### src/include/eth_crc32.svh
`ifndef ETH_CRC32_SVH
`define ETH_CRC32_SVH

// ------------------------------
// ethernet crc32, reflected form
// ------------------------------

// reversed form of 0x04C11DB7
localparam logic [31:0] CRC_POLY   = 32'hEDB8_8320;
localparam logic [31:0] CRC_PRESET = 32'hFFFF_FFFF;

// advance the crc by one byte, lsb first as on the wire
function automatic logic [31:0] CRC_STEP_BYTE(
    input logic [31:0] crc,
    input logic [7:0]  data
);
    logic [31:0] c;
    c = crc ^ {24'h0, data};
    for (int i = 0; i < 8; i++) begin
        if (c[0]) begin
            c = (c >> 1) ^ CRC_POLY;
        end else begin
            c = c >> 1;
        end
    end
    return c;
endfunction

`endif

### src/hw/xgmii_rx_pkg.sv
package xgmii_rx_pkg;

    // ------------------------------
    // xgmii characters
    // ------------------------------
    localparam logic [7:0] XGMII_START = 8'hFB;
    localparam logic [7:0] XGMII_TERM  = 8'hFD;
    localparam logic [7:0] XGMII_IDLE  = 8'h07;

    localparam int DATA_W = 64;
    localparam int LANES  = 8;

    // one xgmii word, lane 0 in the low byte
    typedef struct packed {
        logic [DATA_W-1:0] data;
        logic [LANES-1:0]  ctrl;
    } xgmii_word_t;

    // payload beat from parser to crc checker
    typedef struct packed {
        logic [DATA_W-1:0] tdata;
        logic [LANES-1:0]  tkeep;
        logic              tvalid;
        logic              tlast;
    } rx_beat_t;

    // output stream, tuser is crc good on the last beat
    typedef struct packed {
        logic [DATA_W-1:0] tdata;
        logic [LANES-1:0]  tkeep;
        logic              tvalid;
        logic              tlast;
        logic              tuser;
    } rx_stream_t;

    // frame length in bytes, fcs included
    typedef logic [13:0] frame_len_t;

    typedef enum logic [3:0] {
        RUNT,
        FRAGMENT,
        SZ_64,
        SZ_65_127,
        SZ_128_255,
        SZ_256_511,
        SZ_512_1023,
        SZ_1024_MAX,
        OVERSIZE,
        JABBER
    } size_class_t;

    typedef struct packed {
        logic        valid;
        logic        crc_ok;
        frame_len_t  len;
        size_class_t size;
    } rx_stat_t;

    `include "eth_crc32.svh"

endpackage

### src/hw/xgmii_frame_parser.sv
`timescale 1ns/100ps

module xgmii_frame_parser
    import xgmii_rx_pkg::*;
(
    input  logic        clk,
    input  logic        inv_aresetn,
    input  xgmii_word_t xgmii_i,
    output rx_beat_t    beat_o,
    output logic [31:0] fcs_o,
    output logic        term_ok_o,
    output logic        abort_o
);

    typedef enum logic [1:0] {
        ST_IDLE,
        ST_DATA,
        ST_TAIL
    } state_t;

    state_t              state_q;
    state_t              state_d;
    logic                held_vld_q;
    logic                held_vld_d;
    logic [DATA_W-1:0]   hold_q;
    logic [DATA_W-1:0]   hold_d;
    logic [LANES-1:0]    tail_keep_q;
    logic [LANES-1:0]    tail_keep_d;
    rx_beat_t            beat_d;
    logic                side_ld;

    logic                is_start;
    logic [2:0]          term_lane;
    logic [LANES-1:0]    upper_mask;
    logic                lane_is_term;
    logic                term_ok;
    logic [2*DATA_W-1:0] word_pair;
    logic [31:0]         fcs_d;

    // ------------------------------
    // word decode
    // ------------------------------
    assign is_start = (xgmii_i.ctrl == 8'h01) && (xgmii_i.data[7:0] == XGMII_START);

    // lowest control lane of the word
    always_comb begin
        term_lane = '0;
        for (int i = LANES - 1; i >= 0; i--) begin
            if (xgmii_i.ctrl[i]) begin
                term_lane = 3'(i);
            end
        end
    end

    // every lane above t must be control
    assign upper_mask   = 8'hFE << term_lane;
    assign lane_is_term = (xgmii_i.data[8*term_lane +: 8] == XGMII_TERM);
    assign term_ok      = lane_is_term && ((xgmii_i.ctrl & upper_mask) == upper_mask);

    // fcs is the 4 bytes before T, across held and current word
    assign word_pair = {xgmii_i.data, hold_q};
    assign fcs_d     = word_pair[8*term_lane + 32 +: 32];

    // ------------------------------
    // fsm next state and beat
    // ------------------------------
    always_comb begin
        state_d     = state_q;
        held_vld_d  = held_vld_q;
        hold_d      = hold_q;
        tail_keep_d = tail_keep_q;
        side_ld     = 1'b0;
        beat_d      = '{tdata: hold_q, tkeep: 8'hFF, tvalid: 1'b0, tlast: 1'b0};

        case (state_q)
            ST_IDLE: begin
                // lane 4 starts and stray words fall through here
                if (is_start) begin
                    state_d    = ST_DATA;
                    held_vld_d = 1'b0;
                end
            end

            ST_DATA: begin
                if (xgmii_i.ctrl == '0) begin
                    beat_d.tvalid = held_vld_q;
                    hold_d        = xgmii_i.data;
                    held_vld_d    = 1'b1;
                end else begin
                    side_ld    = 1'b1;
                    held_vld_d = 1'b0;
                    state_d    = ST_IDLE;
                    if (!term_ok) begin
                        // bad end, close out with the held word
                        beat_d.tvalid = held_vld_q;
                        beat_d.tlast  = 1'b1;
                    end else if (term_lane < 3'd4) begin
                        beat_d.tvalid = held_vld_q;
                        beat_d.tlast  = 1'b1;
                        beat_d.tkeep  = 8'hFF >> (3'd4 - term_lane);
                    end else if (term_lane == 3'd4) begin
                        beat_d.tvalid = held_vld_q;
                        beat_d.tlast  = 1'b1;
                    end else begin
                        // ending word still has payload, one more beat
                        beat_d.tvalid = held_vld_q;
                        hold_d        = xgmii_i.data;
                        tail_keep_d   = 8'hFF >> (4'd12 - {1'b0, term_lane});
                        state_d       = ST_TAIL;
                    end
                end
            end

            ST_TAIL: begin
                beat_d.tvalid = 1'b1;
                beat_d.tlast  = 1'b1;
                beat_d.tkeep  = tail_keep_q;
                held_vld_d    = 1'b0;
                state_d       = is_start ? ST_DATA : ST_IDLE;
            end

            default: begin
                state_d = ST_IDLE;
            end
        endcase
    end

    // ------------------------------
    // registers
    // ------------------------------
    always_ff @(posedge clk) begin
        hold_q      <= hold_d;
        tail_keep_q <= tail_keep_d;
        beat_o      <= beat_d;
        // side info held through the tail beat
        if (side_ld) begin
            fcs_o     <= fcs_d;
            term_ok_o <= term_ok;
            abort_o   <= !lane_is_term;
        end
        if (inv_aresetn) begin
            state_q       <= ST_IDLE;
            held_vld_q    <= 1'b0;
            beat_o.tvalid <= 1'b0;
        end else begin
            state_q    <= state_d;
            held_vld_q <= held_vld_d;
        end
    end

    a_last_keep: assert property (
        @(posedge clk) disable iff (inv_aresetn)
        beat_o.tvalid && beat_o.tlast |-> beat_o.tkeep != '0
    );

endmodule

### src/hw/xgmii_crc_check.sv
`timescale 1ns/100ps

module xgmii_crc_check
    import xgmii_rx_pkg::*;
(
    input  logic        clk,
    input  logic        inv_aresetn,
    input  rx_beat_t    beat_i,
    input  logic [31:0] fcs_i,
    input  logic        term_ok_i,
    input  logic        abort_i,
    output rx_stream_t  axis_o
);

    logic [31:0] crc_q;
    logic [31:0] crc_d;
    logic        crc_match;
    logic        frame_good;

    // ------------------------------
    // running crc
    // ------------------------------

    // kept bytes only, lane 0 first
    always_comb begin
        crc_d = crc_q;
        for (int i = 0; i < LANES; i++) begin
            if (beat_i.tkeep[i]) begin
                crc_d = CRC_STEP_BYTE(crc_d, beat_i.tdata[8*i +: 8]);
            end
        end
    end

    assign crc_match  = (~crc_d == fcs_i);
    assign frame_good = beat_i.tlast && crc_match && term_ok_i && !abort_i;

    always_ff @(posedge clk) begin
        if (inv_aresetn) begin
            crc_q <= CRC_PRESET;
        end else if (beat_i.tvalid) begin
            // restart for the next frame
            if (beat_i.tlast) begin
                crc_q <= CRC_PRESET;
            end else begin
                crc_q <= crc_d;
            end
        end
    end

    // ------------------------------
    // output stage
    // ------------------------------
    always_ff @(posedge clk) begin
        axis_o.tdata <= beat_i.tdata;
        axis_o.tkeep <= beat_i.tkeep;
        axis_o.tlast <= beat_i.tlast;
        axis_o.tuser <= frame_good;
        if (inv_aresetn) begin
            axis_o.tvalid <= 1'b0;
        end else begin
            axis_o.tvalid <= beat_i.tvalid;
        end
    end

    // parser must hand over packed beats, full keep until the last
    a_keep_contig: assert property (
        @(posedge clk) disable iff (inv_aresetn)
        beat_i.tvalid |-> ((beat_i.tkeep & (beat_i.tkeep + 8'd1)) == '0)
            && (beat_i.tlast || beat_i.tkeep == 8'hFF)
    );

endmodule

### src/hw/rx_frame_stats.sv
`timescale 1ns/100ps

module rx_frame_stats
    import xgmii_rx_pkg::*;
#(
    parameter int MAX_FRAME_LEN = 1518
) (
    input  logic        clk,
    input  logic        inv_aresetn,
    input  rx_stream_t  axis_i,
    output rx_stat_t    stat_o,
    output logic [31:0] good_frames_o,
    output logic [31:0] bad_frames_o
);

    frame_len_t len_q;
    frame_len_t len_sum;
    frame_len_t frame_len;
    logic [3:0] beat_bytes;
    logic       frame_end;

    // size bins, short and long frames split by crc result
    function automatic size_class_t classify(input frame_len_t len, input logic crc_ok);
        if (len < 14'd64) begin
            return crc_ok ? RUNT : FRAGMENT;
        end else if (len == 14'd64) begin
            return SZ_64;
        end else if (len < 14'd128) begin
            return SZ_65_127;
        end else if (len < 14'd256) begin
            return SZ_128_255;
        end else if (len < 14'd512) begin
            return SZ_256_511;
        end else if (len < 14'd1024) begin
            return SZ_512_1023;
        end else if (len <= frame_len_t'(MAX_FRAME_LEN)) begin
            return SZ_1024_MAX;
        end
        return crc_ok ? OVERSIZE : JABBER;
    endfunction

    always_comb begin
        beat_bytes = '0;
        for (int i = 0; i < LANES; i++) begin
            beat_bytes = beat_bytes + 4'(axis_i.tkeep[i]);
        end
    end

    assign len_sum   = len_q + frame_len_t'(beat_bytes);
    // fcs bytes are stripped upstream, add them back
    assign frame_len = len_sum + 14'd4;
    assign frame_end = axis_i.tvalid && axis_i.tlast;

    always_ff @(posedge clk) begin
        if (frame_end) begin
            stat_o.crc_ok <= axis_i.tuser;
            stat_o.len    <= frame_len;
            stat_o.size   <= classify(frame_len, axis_i.tuser);
        end
        if (inv_aresetn) begin
            len_q         <= '0;
            stat_o.valid  <= 1'b0;
            good_frames_o <= '0;
            bad_frames_o  <= '0;
        end else begin
            stat_o.valid <= frame_end;
            if (axis_i.tvalid) begin
                len_q <= axis_i.tlast ? '0 : len_sum;
            end
            if (frame_end && axis_i.tuser) begin
                good_frames_o <= good_frames_o + 32'd1;
            end
            if (frame_end && !axis_i.tuser) begin
                bad_frames_o <= bad_frames_o + 32'd1;
            end
        end
    end

    a_stat_after_last: assert property (
        @(posedge clk) disable iff (inv_aresetn)
        stat_o.valid |-> $past(axis_i.tvalid && axis_i.tlast)
    );

endmodule

### src/hw/xgmii_rx_top.sv
`timescale 1ns/100ps

module xgmii_rx_top
    import xgmii_rx_pkg::*;
#(
    parameter int MAX_FRAME_LEN = 1518
) (
    input  logic        clk,
    input  logic        inv_aresetn,
    input  xgmii_word_t xgmii_i,
    output rx_stream_t  axis_o,
    output rx_stat_t    stat_o,
    output logic [31:0] good_frames_o,
    output logic [31:0] bad_frames_o
);

    // parser to checker
    rx_beat_t    beat;
    logic [31:0] fcs;
    logic        term_ok;
    logic        abort;

    xgmii_frame_parser u_parser (
        .clk         (clk),
        .inv_aresetn (inv_aresetn),
        .xgmii_i     (xgmii_i),
        .beat_o      (beat),
        .fcs_o       (fcs),
        .term_ok_o   (term_ok),
        .abort_o     (abort)
    );

    xgmii_crc_check u_crc_check (
        .clk         (clk),
        .inv_aresetn (inv_aresetn),
        .beat_i      (beat),
        .fcs_i       (fcs),
        .term_ok_i   (term_ok),
        .abort_i     (abort),
        .axis_o      (axis_o)
    );

    rx_frame_stats #(
        .MAX_FRAME_LEN (MAX_FRAME_LEN)
    ) u_stats (
        .clk           (clk),
        .inv_aresetn   (inv_aresetn),
        .axis_i        (axis_o),
        .stat_o        (stat_o),
        .good_frames_o (good_frames_o),
        .bad_frames_o  (bad_frames_o)
    );

endmodule

### config.mk
export PLATFORM = sky130hd
export DESIGN_NAME = xgmii_rx_top
export DESIGN_NICKNAME = d
export VERILOG_FILES = /design/src/hw/xgmii_rx_pkg.sv /design/src/hw/xgmii_frame_parser.sv /design/src/hw/xgmii_crc_check.sv /design/src/hw/rx_frame_stats.sv /design/src/hw/xgmii_rx_top.sv
export VERILOG_INCLUDE_DIRS = /design/src /design/src/include
export SDC_FILE = /design/constraint.sdc
export NUM_CORES = 1
export LEC_CHECK = 0
export ABC_CLOCK_PERIOD_IN_PS = 12100
export BUFFER_PORTS_ARGS = -buffer_cell sky130_fd_sc_hd__buf_2
export CAP_MARGIN = 20
export CORE_MARGIN = 5
export CORE_UTILIZATION = 60
export DETAILED_ROUTE_END_ITERATION = 8
export GPL_TIMING_DRIVEN = 0
export PLACE_DENSITY_LB_ADDON = 0.08
export SYNTH_ARGS = -nofsm -noshare
export SYNTH_HDL_FRONTEND = slang
export SYNTH_SLANG_ARGS = --single-unit
### constraint.sdc
create_clock -name clk -period 12.1 [get_ports clk]
set_clock_uncertainty 0.2 [all_clocks]
set_input_delay 0 -clock clk [delete_from_list [all_inputs] [get_ports clk]]
set_output_delay 0 -clock clk [all_outputs]
set_load 0.02 [all_outputs]
======== After elaboration in Yosys (flattened, before gate mapping) ========
Index checks and enable logic that the tools add are counted.
storage, ports and cells
  logic and storage cells ................. 339
  bits of input ports ..................... 74
  flip-flop bits (word level) ............. 388
operators by class
  $add $sub $neg .......................... 14
  magnitude comparators ................... 7
  shift operators ......................... 5
  equal/unequal tests ..................... 13
  bitwise operators ....................... 77
  reduce and logical (&&, ||, !) cells .... 19
  muxes and demuxes ....................... 180
operators by type and width
  kind                                                                                number
  32-bit 2-to-1 mux                                                                   129
  13-bit inverter with 14-bit output                                                  64
  64-bit 2-to-1 mux                                                                   4
  32-bit by 8-bit bitwise XOR with 32-bit output                                      8
  128-bit by 33-bit variable part select with 32-bit output                           1
  32-bit by 1-bit adder with 32-bit output, second input constant                     2
  64-bit by 7-bit variable part select with 8-bit output                              1
  32-bit == test                                                                      1
  4-bit 2-to-1 mux                                                                    8
  32-bit inverter                                                                     1
  4-bit by 1-bit adder with 4-bit output                                              6
  3-bit 2-to-1 mux                                                                    8
  8-bit 2-to-1 mux                                                                    3
  10-bit one-hot mux with 2 select lines                                              1
  1-bit 2-to-1 mux                                                                    19
  8-bit == test, second input constant                                                2
  14-bit by 3-bit adder with 14-bit output, second input constant                     1
  14-bit by 4-bit adder with 14-bit output                                            1
  14-bit by 7-bit == test with 1-bit output, second input constant                    1
  14-bit by 11-bit less-or-equal comparator with 1-bit output, second input constant  1
  14-bit by 10-bit less-than comparator with 1-bit output, second input constant      1
  14-bit by 11-bit less-than comparator with 1-bit output, second input constant      1
  14-bit by 7-bit less-than comparator with 1-bit output, second input constant       1
  14-bit by 8-bit less-than comparator with 1-bit output, second input constant       1
  other kinds (31)                                                                    49

======== Logic depth before layout (Yosys ltp) ========
  depth in word-level cells ............... 205
  mapped depth ............................ 36
  mapped depth without buffers ............ 30

======== By module ========
From an unflattened synthesis, not the netlist that was laid out.
second synthesis, totals
  cells, all modules ...................... 2943
  area total of the unflattened synthesis .. 28941.5 um2
by module, submodules not included
  module              sequential area each (um2)  area each (um2)  instances  cells each
  xgmii_crc_check     2142.1                      16677.2          1          1805
  xgmii_frame_parser  4724.5                      7290.7           1          598
  rx_frame_stats      2152.1                      4973.5           1          540

======== Worst setup path after synthesis ========
Ideal clock, no wire load.
  path type ............................... register to register
  from .................................... reg u_crc_check.crc_q[2]
  to ...................................... reg u_crc_check.axis_o[0] (netlist name)
  arrival ................................. 9660 ps
  path buffers ............................ 0
  path slack .............................. 2136 ps
  cell stages (with the launch flop) ...... 30
  setup time .............................. 103 ps
  cells stage by stage .................... dfxtp_1 -> xnor2_1 -> xnor2_2 -> xnor3_1 -> mux2i_4 -> xor3_1 -> o211a_1 -> or4_1 -> a31oi_2 -> xnor2_2 -> xnor3_1 -> mux2_2 -> xor2_4 -> xnor3_1 -> xnor3_1 -> mux2i_2 -> xnor2_2 -> and4b_1 -> a2111o_1 -> nor4_4 -> xnor2_2 -> xnor3_1 -> a21oi_2 -> xnor3_2 -> xor2_1 -> xnor2_2 -> xnor3_1 -> nor4_1 -> o2111ai_1 -> a2111oi_2
on the way
  word-level cells in the longest chain between the ends .. 167
  elaborated cells between the ends (all ways) .. 202
  classes of those cells .................. eq/ne (1); mux (128); bitwise (70); reduce/logical (3)
ends and longest elaborated chain
  item                                                 RTL line               RTL
  from (decl)                                          xgmii_crc_check.sv:15  logic [31:0] crc_q;
  from (signal assigned)                               xgmii_crc_check.sv:45  crc_q <= crc_d;
  32-bit by 8-bit bitwise XOR with 32-bit output       eth_crc32.svh:18       c = crc ^ {24'h0, data};
  32-bit 2-to-1 mux                                    eth_crc32.svh:20       if (c[0]) begin
  32-bit 2-to-1 mux                                    xgmii_crc_check.sv:28  if (beat_i.tkeep[i]) begin
  32-bit 2-to-1 mux                                    eth_crc32.svh:20
  32-bit 2-to-1 mux                                    xgmii_crc_check.sv:28
  32-bit 2-to-1 mux                                    eth_crc32.svh:20
  32-bit 2-to-1 mux                                    xgmii_crc_check.sv:28
  13-bit inverter with 14-bit output (no source line)  n/a
  [... 150 more ...]                                   n/a
  32-bit 2-to-1 mux                                    eth_crc32.svh:20
  32-bit 2-to-1 mux                                    xgmii_crc_check.sv:28
  32-bit 2-to-1 mux                                    eth_crc32.svh:20
  32-bit 2-to-1 mux *                                  xgmii_crc_check.sv:28
  32-bit inverter *                                    xgmii_crc_check.sv:34  assign crc_match = (~crc_d == fcs_i);
  32-bit == test *                                     xgmii_crc_check.sv:34
  1-bit logical AND * (3 in series)                    xgmii_crc_check.sv:35  assign frame_good = beat_i.tlast && crc_match && term_ok_i && !abort_i;
  net u_crc_check.frame_good                           xgmii_crc_check.sv:18  logic frame_good;
The timed path passes the listed nets; every way through them passes the cells marked *. The select of a mux whose other input is x is not followed.
A chain may end at the register's enable or synchronous reset.

======== Worst setup path after layout ========
  from .................................... reg u_crc_check.crc_q[1]
  to ...................................... reg u_crc_check.axis_o[0] (netlist name)
on the way
  word-level cells in the longest chain between the ends .. 167
  elaborated cells between the ends (all ways) .. 203
  classes of those cells .................. eq/ne (1); mux (128); bitwise (71); reduce/logical (3)
ends and longest elaborated chain
  item                                                 RTL line
  32-bit by 8-bit bitwise XOR with 32-bit output       eth_crc32.svh:18
  32-bit 2-to-1 mux                                    eth_crc32.svh:20
  32-bit 2-to-1 mux                                    xgmii_crc_check.sv:28
  32-bit 2-to-1 mux                                    eth_crc32.svh:20
  32-bit 2-to-1 mux                                    xgmii_crc_check.sv:28
  13-bit inverter with 14-bit output (no source line)  n/a
  32-bit 2-to-1 mux                                    eth_crc32.svh:20
  32-bit 2-to-1 mux                                    xgmii_crc_check.sv:28
  [... 150 more ...]                                   n/a
  32-bit 2-to-1 mux                                    eth_crc32.svh:20
  32-bit 2-to-1 mux                                    xgmii_crc_check.sv:28
  32-bit 2-to-1 mux                                    eth_crc32.svh:20
  32-bit 2-to-1 mux *                                  xgmii_crc_check.sv:28
  32-bit inverter *                                    xgmii_crc_check.sv:34
  32-bit == test *                                     xgmii_crc_check.sv:34
  1-bit logical AND * (3 in series)                    xgmii_crc_check.sv:35
  net u_crc_check.frame_good                           xgmii_crc_check.sv:18
Marks and branches as above.

==> impl_results.md <==
* Seq/Total Area, Yosys at 0.321
* WP buf/inv at 2
* Tmin final at between 10000 and 15000 ps
* Layout area overhead at 18.0%
* Detail Placement HPWL at around 77000 um
* Final antenna diode count at 0
* Syn Nets at 2894
* Vias per inst at between 6 and 7
* CP top delay family: XOR/XNOR gates
* Largest net degree at the start of global routing at between 60 and 70
* First drt pass iteration count at 8
* CP Max Fanout at 10
* Most common flop cell mapped by yosys: dfxtp_1
* Synthesized flop and latch total at 388
* First-pass GRT wire length at around 150000 um
* Syn avg cell area at approximately 10 um^2
* Status: finished with violations
* Worst Hold End: u_parser.hold_q[0]
* Gp weighted congestion at slightly above 1
* Nets at between 3000 and 4000
* Placeable Area at 0.0465 mm^2
* Routed Antenna Nets at 0
* Total gr overflow at 0
* Setup crit end kind: register
* Worst slew pin tran at around 1100 ps
* I/O pin cnt at around 230
* Fillcell total at 3415
* Clock latency on the worst-skew pair at 590 ps
* Count of cell types in the netlist at slightly above 100
* Worst-path clk slew at about 60 ps
* Power Dens Cells at ~90 mW/mm^2
* Final WS setup at -92.6 ps
* Area contributors post-synth: dfxtp_1 (19%), edfxtp_1 (13%), xnor2_1 (11%), xnor3_1 (7.0%), mux2i_1 (5.8%)
* CP peak stage delay at approximately 730 ps
* Post-synth top area share at 0.187
* Row count at slightly below 80
* RR Startpoint: u_crc_check.crc_q[1]
* Post-DP Area at between 0.03 and 0.04 mm^2
* CP startpoint kind: register
* Detailed-route wire length per cell at 26.2 um
* Leak at between 10 and 15 nW
* Initial Utilization at 0.605
* Worst path slowest cell: a2111oi_0
* Synth async-reset ratio at 0
* Peak VDD IR at ~160 uV
* Htree depth at 2
* Port-buffer cells at ~230
* Setup-failing EPs final at 1
* Hold_sp: xgmii_i[8]
* Chip width at about 230 um
* Initial antenna violation count at 7
* Starting DRT DRC Count at ~2900
* Area leader, netlist: dfxtp_1
* Final hold vios at 0
* Max Clk Rate at 82.0 MHz
* Failing checks: negative setup slack
* Synthesized cell area at between 0.02 and 0.03 mm^2
* Most common cell in the synthesized netlist: xnor2_1
* Class of the worst hold path: input port to register
* Relative slew slack at 0.238
* Crit path kind: register to register
* Worst hold path stage count at 2
* Die area at ~0.051 mm^2
* Die Y at around 230 um
* CTS tree: yes
* Setup WS pre-CTS at -668 ps
* Reg2Reg Depth at 32
* Sum Neg Setup Slack at -92.6 ps
* Final Cell Area at roughly 0.033 mm^2
* Synth warn at 0
* Worst Path Required at between 10000 and 15000 ps
* Layout cells sized above 1 at 0.167
* Overall global routing resource usage at 0.377
* Vias in the first global route at approximately 23000
* Sink Count at slightly below 400
* CTS Buffer Depth at 3
* R2r setup slk at -90 ps
* Count of flip-flops with a built-in enable after synthesis at around 130
* Post-synthesis cell count at 2793
* Root Driver: clkbuf_16
* Worst R2R End: u_crc_check.axis_o[0]
* CTS Buf Count at between 40 and 50
* Worst EP arrival at ~12000 ps
* Final worst path period share at 1.01
* DRC viols at 0
* Post-synth top cells: xnor2_1 (340), dfxtp_1 (263), nor2_1 (241)
* # Max-Cap Violations at 0
* Vias after detailed routing at between 20000 and 25000
* Pins over their slew limit at 0
* Routed WL at 100000 um
[logic make-up after synthesis]
| family | count (synthesis) | synth area share |
|---|---|---|
| fa+ha+maj | 28 | 0.0137 |
| compound gates | 445 | 0.107 |
| buf+inv | 214 | 0.0340 |
| xor+xnor | 673 | 0.280 |
| flops | 388 | 0.321 |
| simple gates | 810 | 0.138 |
| mux | 235 | 0.106 |
[worst max path at each step]
stage,to,slack (ps),start,depth (start not counted)
after floorplan,u_crc_check.axis_o[0],2140,u_crc_check.crc_q[2],29
after global placement,u_crc_check.axis_o[0],-420,u_crc_check.crc_q[1],30
after detailed placement,u_crc_check.axis_o[0],-670,u_crc_check.crc_q[1],29
after CTS,u_crc_check.axis_o[0],20,u_crc_check.crc_q[5],29
after global routing,u_crc_check.axis_o[0],-210,u_crc_check.crc_q[1],32
final,u_crc_check.axis_o[0],-90,u_crc_check.crc_q[1],32
[power by group]
part	switching (mW)	total, mW	internal [mW]
clock network	0.585	1.41	0.825
logic	0.126	0.224	0.0983
registers	0.00000512	1.34	1.34
total	0.711	2.98	2.27
[per-stage QoR]
step	total power, mW	hold WS [ps]	utilization	cells
2_1_floorplan	1.48	-101	-	2793
3_3_place_gp	1.55	-8.01	0.646	3631
3_5_place_dp	1.55	-4.59	0.647	3632
4_1_cts	2.98	2.63	0.706	3828
5_1_grt	3.05	24.8	0.714	3835
6_report	2.98	25.3	0.714	3835
[cells in the final DEF, fill, tap and decap left out, types with 20 or more instances in the layout]
cell	synthesis	layout
a21oi_1	131	131
and3_1	36	36
buf_2	10	241
buf_4	8	20
clkbuf_1	82	86
clkbuf_16	0	44
dfxtp_1	263	263
dlygate4sd3_1	0	112
edfxtp_1	125	125
ha_1	22	22
inv_1	73	73
mux2_2	22	22
mux2i_1	163	160
mux4_2	39	39
nand2_1	221	221
nand3_1	77	76
nand4_1	24	24
nor2_1	241	241
nor3_1	48	48
nor4_1	33	32
o21ai_0	92	92
o221ai_1	27	27
xnor2_1	340	329
xnor2_2	24	23
xnor2_4	8	20
xnor3_1	87	87
xor2_1	180	177
xor3_1	22	22
[sequential cells by signal (all words and copies together) (netlist names)]
register and flops:
u_crc_check.axis_o 75, u_parser.beat_o 74, u_parser.hold_q 64, u_crc_check.crc_q 32, u_parser.fcs_o 32, u_stats.bad_frames_o 32
u_stats.good_frames_o 32, u_stats.stat_o 20, u_stats.len_q 14, u_parser.tail_keep_q 8, u_parser.state_q 2, u_parser.abort_o 1
u_parser.held_vld_q 1, u_parser.term_ok_o 1
[layout make-up]
type	count	area [um^2]	share of cell area
multi-input combinational	2191	18500	0.558
sequential	388	9020	0.272
timing repair buffer	356	2390	0.0720
clock buffer	50	1140	0.0345
tap	607	759	0.0229
buffer	136	663	0.0200
clock inverter	29	388	0.0117
inverter	78	293	0.00883
[metal layers]
| metal | wire length [um] | vias up | share of wire | GRT usage |
|---|---|---|---|---|
| li1 | - | 10749 | - | - |
| met1 | 38700 | 11608 | 0.39 | 0.500 |
| met2 | 45500 | 1571 | 0.45 | 0.597 |
| met3 | 10100 | 366 | 0.10 | 0.0747 |
| met4 | 6070 | 2 | 0.060 | 0.182 |
| met5 | 13 | - | 0.00013 | 0 |
[repair_timing]
action	4_1_cts	5_1_grt
endpoints found under the hold margin	130	0
buffers inserted	5	7
pin swaps	4	3
hold buffers	112	0
setup endpoints to repair	1	1
gates resized for setup	12	34
No activity file was read; power rests on OpenSTA's default activity.
